$ cat config.mk
export PLATFORM = sky130hd
export DESIGN_NAME = mbxControl
export DESIGN_NICKNAME = d
export VERILOG_FILES = /design/src/logic/mbxPkg.sv /design/src/logic/mbRequestSequencer.sv /design/src/logic/mbWordRequest.sv /design/src/logic/mbxControl.sv /design/src/logic/memBuffer.sv
export SDC_FILE = /design/constraint.sdc
export NUM_CORES = 1
export LEC_CHECK = 0
export ABC_AREA = 1
export BUFFER_PORTS_ARGS = -buffer_cell sky130_fd_sc_hd__buf_2
export CAP_MARGIN = 20
export CELL_PAD_IN_SITES_DETAIL_PLACEMENT = 0
export CELL_PAD_IN_SITES_GLOBAL_PLACEMENT = 2
export CORE_UTILIZATION = 32
export DETAILED_ROUTE_END_ITERATION = 7
export HOLD_SLACK_MARGIN = 0.05
export PLACE_DENSITY = 0.75
export SYNTH_ARGS = -nofsm -noshare
export SYNTH_HDL_FRONTEND = slang
export SYNTH_HIERARCHICAL = 1
export SYNTH_SLANG_ARGS = --single-unit
$ cat constraint.sdc
create_clock -name clk -period 13.1 [get_ports clk]
set_input_delay 1.965 -clock clk [delete_from_list [all_inputs] [get_ports clk]]
set_output_delay 1.965 -clock clk [all_outputs]
set_load 0.02 [all_outputs]
$ cat src/logic/mbxPkg.sv
// Fixed at four 36-bit words per block; all widths here are shared by RTL and testbench
package mbxPkg;

  //////////////////////////////
  // Sizes
  //////////////////////////////

  // Words in one memory buffer block
  localparam int numWords = 4;

  // Width of one memory data word
  localparam int wordWidth = 36;

  // Width of a word number inside the block
  localparam int wordIdxWidth = 2;

  //////////////////////////////
  // Cycle types
  //////////////////////////////

  // Encoding 2'b11 is unused and yields an empty request mask
  typedef enum logic [1:0] {
    cycOneWordRd = 2'b00,
    cycBlockRd   = 2'b01,
    cycWriteback = 2'b10
  } cycleTypeE;

  //////////////////////////////
  // Transfer records
  //////////////////////////////

  // Cache cycle command as it arrives from the cache side
  typedef struct packed {
    cycleTypeE                                 cycType;
    logic [wordIdxWidth-1:0]                   wordAdr;
    logic [numWords-1:0]                       wdValid;
    logic [numWords-1:0][wordWidth-1:0]        data;
  } cycleCmdT;

  // Decoded block handed from the request generator to the buffer
  typedef struct packed {
    logic [numWords-1:0]                       reqMask;
    logic                                      isWrite;
    logic [numWords-1:0][wordWidth-1:0]        data;
  } bufLoadT;

  // One word request presented to memory
  typedef struct packed {
    logic [wordIdxWidth-1:0]                   wordIdx;
    logic                                      isWrite;
    logic [wordWidth-1:0]                      data;
    logic                                      parity;
  } memReqT;

endpackage

$ cat src/logic/mbRequestSequencer.sv
// One request in flight; memValid drops for a cycle between words so pending is seen after the clear
`timescale 1ns/1ns

module mbRequestSequencer (
  input  logic                                               clk,
  input  logic                                               rst,
  input  logic [mbxPkg::numWords-1:0]                        pending,
  input  logic [mbxPkg::numWords-1:0][mbxPkg::wordWidth-1:0] words,
  input  logic [mbxPkg::numWords-1:0]                        parities,
  input  logic                                               isWrite,
  input  logic                                               memReady,
  output mbxPkg::memReqT                                     memReq,
  output logic                                               memValid,
  output logic                                               grantValid,
  output logic [mbxPkg::wordIdxWidth-1:0]                    grantIdx
);

  logic [mbxPkg::wordIdxWidth-1:0] lowIdx;
  logic [mbxPkg::wordIdxWidth-1:0] selIdx;
  logic                            anyPending;

  //////////////////////////////
  // Priority encoder
  //////////////////////////////

  // Lowest word number wins
  always_comb begin
    lowIdx = '0;
    for (int i = mbxPkg::numWords - 1; i >= 0; i--) begin
      if (pending[i]) begin
        lowIdx = mbxPkg::wordIdxWidth'(i);
      end
    end
  end

  assign anyPending = |pending;

  //////////////////////////////
  // Select hold and release
  //////////////////////////////

  always_ff @(posedge clk) begin
    if (rst) begin
      memValid <= 1'b0;
      selIdx   <= '0;
    end else if (memValid) begin
      // Hold selection until memory takes it
      if (memReady) begin
        memValid <= 1'b0;
      end
    end else if (anyPending) begin
      memValid <= 1'b1;
      selIdx   <= lowIdx;
    end
  end

  // Grant pulses on the accept edge
  assign grantValid = memValid & memReady;
  assign grantIdx   = selIdx;

  //////////////////////////////
  // Memory request
  //////////////////////////////

  always_comb begin
    memReq.wordIdx = selIdx;
    memReq.isWrite = isWrite;
    // Reads carry no data
    memReq.data    = isWrite ? words[selIdx] : '0;
    memReq.parity  = isWrite ? parities[selIdx] : 1'b0;
  end

endmodule

$ cat src/logic/mbWordRequest.sv
// Holds at most one decoded block; commands with an empty word mask are accepted and dropped
`timescale 1ns/1ns

module mbWordRequest (
  input  logic             clk,
  input  logic             rst,
  input  mbxPkg::cycleCmdT cmd,
  input  logic             cmdValid,
  input  logic             loadReady,
  output logic             cmdReady,
  output mbxPkg::bufLoadT  load,
  output logic             loadValid
);

  logic [mbxPkg::numWords-1:0] reqMask;
  logic                        isWrite;
  logic                        cmdFire;
  logic                        loadFire;

  //////////////////////////////
  // Word request decode
  //////////////////////////////

  always_comb begin
    reqMask = '0;
    isWrite = 1'b0;
    case (cmd.cycType)
      mbxPkg::cycOneWordRd: begin
        // Only the addressed word
        reqMask = mbxPkg::numWords'(1) << cmd.wordAdr;
      end
      mbxPkg::cycBlockRd: begin
        // Refill whatever the cache does not already hold
        reqMask = ~cmd.wdValid;
      end
      mbxPkg::cycWriteback: begin
        reqMask = '1;
        isWrite = 1'b1;
      end
      default: begin
        reqMask = '0;
      end
    endcase
  end

  //////////////////////////////
  // Output stage
  //////////////////////////////

  assign loadFire = loadValid & loadReady;

  // Accept when the stage is empty or drains on this same edge
  assign cmdReady = ~loadValid | loadReady;
  assign cmdFire  = cmdValid & cmdReady;

  always_ff @(posedge clk) begin
    if (rst) begin
      loadValid <= 1'b0;
    end else if (cmdFire) begin
      // Empty masks never reach the buffer
      loadValid <= |reqMask;
    end else if (loadFire) begin
      loadValid <= 1'b0;
    end
  end

  // Payload is only meaningful while loadValid is high
  always_ff @(posedge clk) begin
    if (cmdFire) begin
      load.reqMask <= reqMask;
      load.isWrite <= isWrite;
      load.data    <= cmd.data;
    end
  end

endmodule

$ cat src/logic/mbxControl.sv
// Command to first memValid takes at least three cycles; only one block drains at a time
`timescale 1ns/1ns

module mbxControl (
  input  logic             clk,
  input  logic             rst,
  input  mbxPkg::cycleCmdT cmd,
  input  logic             cmdValid,
  input  logic             memReady,
  output logic             cmdReady,
  output mbxPkg::memReqT   memReq,
  output logic             memValid
);

  // Generator to buffer
  mbxPkg::bufLoadT                                    load;
  logic                                               loadValid;
  logic                                               loadReady;

  // Buffer to sequencer
  logic [mbxPkg::numWords-1:0]                        pending;
  logic [mbxPkg::numWords-1:0][mbxPkg::wordWidth-1:0] words;
  logic [mbxPkg::numWords-1:0]                        parities;
  logic                                               isWrite;
  logic                                               grantValid;
  logic [mbxPkg::wordIdxWidth-1:0]                    grantIdx;

  mbWordRequest i_mbWordRequest (
    .clk       (clk),
    .rst       (rst),
    .cmd       (cmd),
    .cmdValid  (cmdValid),
    .loadReady (loadReady),
    .cmdReady  (cmdReady),
    .load      (load),
    .loadValid (loadValid)
  );

  memBuffer i_memBuffer (
    .clk        (clk),
    .rst        (rst),
    .load       (load),
    .loadValid  (loadValid),
    .grantValid (grantValid),
    .grantIdx   (grantIdx),
    .loadReady  (loadReady),
    .pending    (pending),
    .words      (words),
    .parities   (parities),
    .isWrite    (isWrite)
  );

  mbRequestSequencer i_mbRequestSequencer (
    .clk        (clk),
    .rst        (rst),
    .pending    (pending),
    .words      (words),
    .parities   (parities),
    .isWrite    (isWrite),
    .memReady   (memReady),
    .memReq     (memReq),
    .memValid   (memValid),
    .grantValid (grantValid),
    .grantIdx   (grantIdx)
  );

endmodule

$ cat src/logic/memBuffer.sv
// Accepts a new block only when no word is pending; grant and load never meet on one edge
`timescale 1ns/1ns

module memBuffer (
  input  logic                                               clk,
  input  logic                                               rst,
  input  mbxPkg::bufLoadT                                    load,
  input  logic                                               loadValid,
  input  logic                                               grantValid,
  input  logic [mbxPkg::wordIdxWidth-1:0]                    grantIdx,
  output logic                                               loadReady,
  output logic [mbxPkg::numWords-1:0]                        pending,
  output logic [mbxPkg::numWords-1:0][mbxPkg::wordWidth-1:0] words,
  output logic [mbxPkg::numWords-1:0]                        parities,
  output logic                                               isWrite
);

  logic                              loadFire;
  logic [mbxPkg::numWords-1:0]       loadParity;
  logic [mbxPkg::numWords-1:0]       grantMask;

  // Buffer takes a block only once every request has gone out
  assign loadReady = ~|pending;
  assign loadFire  = loadValid & loadReady;

  //////////////////////////////
  // Parity generation
  //////////////////////////////

  // Even parity so that data plus parity holds an even count of ones
  always_comb begin
    for (int i = 0; i < mbxPkg::numWords; i++) begin
      loadParity[i] = ^load.data[i];
    end
  end

  // One-hot of the word being granted
  always_comb begin
    grantMask = '0;
    if (grantValid) begin
      grantMask = mbxPkg::numWords'(1) << grantIdx;
    end
  end

  //////////////////////////////
  // Pending request flags
  //////////////////////////////

  always_ff @(posedge clk) begin
    if (rst) begin
      pending <= '0;
    end else if (loadFire) begin
      pending <= load.reqMask;
    end else begin
      // Grant clears its word on the accept edge
      pending <= pending & ~grantMask;
    end
  end

  //////////////////////////////
  // Data, parity and direction
  //////////////////////////////

  // Held for the whole block until the next load
  always_ff @(posedge clk) begin
    if (loadFire) begin
      words    <= load.data;
      parities <= loadParity;
      isWrite  <= load.isWrite;
    end
  end

endmodule

==> impl_results.md <==
* Status: complete, no violations
* Post-route DRC at 0
* Die Width at 213.9 um
* EDFF count, synth at 298
* Final Hold Viols at 0
* Switching Share at 28.29%
* Post-DP Area at 15,970 sq um
* Ratio of final minimum period to clock period at 34.82%
* Fin. max-slew vios at 0
* Largest net degree at the start of global routing at 77
* Final instance area at 17,150 sq um
* GPL Wtd Cong at 0.7791
* Iter 0 DRT Violations at 549
* Yosys warning total at 6
* Cell internal pwr at 1.896 mW
* Max-slew headroom at 35.29%
* Vias at 10,612
* CORE AREA at 44,220 sq um
* CP max stage delay at 0.52 ns
* Worst Path Buf+Inv at 3
* Setup Skew at 0.01766 ns
* Row Count at 77
* First-pass DRT Iterations at 4
* Crit path max-delay cell type: buf_4
* Crit-path max FO at 41
* Power share of the clock group at 37.5%
* Predominant post-synthesis flop cell: edfxtp_1
* Initial antenna violation count at 2
* Finished Layout Cells at 2,448
* Data arrival time of the critical path at 2.60 ns
* Final hold slack at 0.4170 ns
* Synthesized cell area at 14,370 sq um
* RSZ-0062 raised after global routing: false
* Lkg Pwr at 8.134 nW
* GRT Util Overall at 15.94%
* Vias in the first global route at 10,193
* Post-DP HPWL at 25.10 mm
* Highest Clock Rate at 219.2 MHz
* Final worst path period need at 4.561 ns
* IO Port Bufs at 197
* Layout cell share with drive strength beyond 1 at 14.94%
* Power per cell area at 154.2 nW/um^2
* Total gr overflow at 0
* Synth async-reset ratio at 0%
* Sequential area share after synthesis at 63.39%
* Actual slew at the worst max-slew pin at 0.9692 ns
* Routed vias/inst at 4.335
* CTS sink cnt at 306
* Pre-CTS setup slack at 8.016 ns
* Critical-path cell list: clkinv_2, buf_4, o21ai_0, a21oi_1, buf_2
* PostCTS Resize Cnt at 0
* Setup TNS at 0 ns
* Setup crit end kind: output pin
* Total power draw at 2.644 mW
* Final Setup Violations at 0
* Synthesized Nets at 1,775
* Avg Inst Size Synth at 8.876 sq um
* Setup crit start kind: register
* CTS tree: yes
* Routed wl met3 at 1.452 mm
* Seq pwr share at 46.1%
* Fin util at 38.78%
* Cells after Synth at 1,619
* Routed WL at 35.97 mm
* Maximum vdd drop at 0.0001009 V
* PnR worst setup slack at 8.539 ns
* P_sw at 0.7480 mW
* CTS buffer count at 36
* Seq cells post-synth at 306
* H-tree levels at 2
* Yosys cell types at 22
* Path type of the worst setup path: reg2out
* CTS Hold Bufs at 0
* Wirelength per Cell at 14.69 um
* Clock latency on the worst-skew pair at 0.55 ns
* CTS max path bufs at 3
* CTS clk-pin slew, worst paths at 0.06 ns
* Io pins at 198
* Die H at 213.9 um
* Hold crit path type: reg2reg
* Root buffer selected by CTS: clkbuf_16
* Placed cell count at 2,384
* Global-route wire length before repair at 55.61 mm
* Delay-heaviest family, CP: buffers and inverters
* M1 wire length at 16.68 mm
* Initial Util at 32.50%
* CP required at 11.14 ns
* Area growth syn-to-layout at 19.33%
* Met2 wire len at 16.97 mm
* Final net count at 1,987
* Detail Route Antenna Nets at 0
* Top routing layer used: met4
* Post-CTS Repair Setup Buffers at 0
* Combinational share of power at 16.4%
* Die area at 45,760 sq um
* Maxcap violations at 0
-- flip-flops by register name, summed over array words and instances (netlist names) --
name	count
i_mbRequestSequencer/grantIdx	2
i_mbRequestSequencer/memValid	1
i_mbWordRequest/load	149
i_mbWordRequest/loadValid	1
i_memBuffer/isWrite	1
i_memBuffer/parities	4
i_memBuffer/pending	4
i_memBuffer/words	144
-- cells in the final DEF (no fill, tap or decap), types with 4 or more instances in the layout --
cell type  synthesis  routed
xor2_1             8       8
o21ai_1           10      10
edfxtp_1         298     298
buf_2             11     197
nor2_1            84      84
nand2_1          880     880
buf_4              9       7
a21oi_1           44      44
nand3_1           20      20
nor2_2             5       5
clkbuf_16          0      37
dfxtp_1            8       7
inv_1            174     173
clkinv_2           0       7
o21ai_0           38      38
xnor2_1            4       4
nand2_2            8       8
bufinv_16          0       4
clkinv_1           0       7
-- power by group through the flow --
stage | Clock [mW] | Combinational [mW] | Sequential (mW)
4_1_cts | 1.03 | 0.446 | 1.22
3_5_place_dp | 0 | 0.444 | 1.24
3_3_place_gp | 0 | 0.439 | 1.24
5_1_grt | 1.06 | 0.501 | 1.23
6_report | 0.992 | 0.434 | 1.22
2_1_floorplan | 0 | 0.302 | 1.23
-- cells in the mapped netlist (7+ instances only) --
cell type  count  area, sq um
nand3_1       20        100.1
clkbuf_1       7        26.28
dfxtp_1        8        160.2
nand2_2        8        50.05
o21ai_1       10        50.05
buf_2         11        55.05
nor2_1        84        315.3
edfxtp_1     298         8949
o21ai_0       38        190.2
a21oi_1       44        220.2
inv_1        174        653.1
buf_4          9        67.56
xor2_1         8        70.07
nand2_1      880         3303
-- layout make-up --
cell class / instances / area (sq um)
timing repair buffer: 205 / 1059
clock buffer: 39 / 933.4
inverter: 176 / 661.9
antenna: 2 / 5.005
clock inverter: 22 / 217.7
fill: 4385 / 27070
multi-input combinational: 1106 / 4420
tap: 592 / 740.7
sequential: 306 / 9110
-- layer usage --
metal,track usage (%),vias to the layer above
met5,0,-
met4,5.588,0
met3,2.431,54
met2,26.84,194
met1,20.82,4828
li1,-,5536
-- kinds of logic after synthesis --
| logic type | count (synthesis) | share of synthesized area (%) |
|---|---|---|
| buffers and inverters | 207 | 5.947 |
| AO/OA/AOI/OAI | 95 | 3.361 |
| AND/OR/NAND/NOR | 999 | 26.57 |
| flip-flops | 306 | 63.39 |
| XOR/XNOR | 12 | 0.7314 |
-- path summary, 6_finish.rpt --
path	from	endpoint	slack (ns)	cells past startpoint
worst max-delay path	i_mbRequestSequencer/grantIdx[0]$_SDFFE_PP0P_	memReq[21]	8.54	5
worst min-delay path	i_mbWordRequest/load[144]$_DFFE_PP_	i_memBuffer/isWrite$_DFFE_PP_	0.42	0
worst max register to register	i_memBuffer/pending[2]$_SDFF_PP0_	i_mbWordRequest/load[32]$_DFFE_PP_	9.90	5
worst min register to register	i_mbWordRequest/load[144]$_DFFE_PP_	i_memBuffer/isWrite$_DFFE_PP_	0.42	0
-- worst reg2reg max path, stage by stage (launching register included) --
cell	delay (ns)
dfxtp_1	0.35
nor4_2	0.39
inv_1	0.14
a21boi_4	0.34
buf_4	0.68
buf_4	0.89
(Power assumes the default switching activity.)
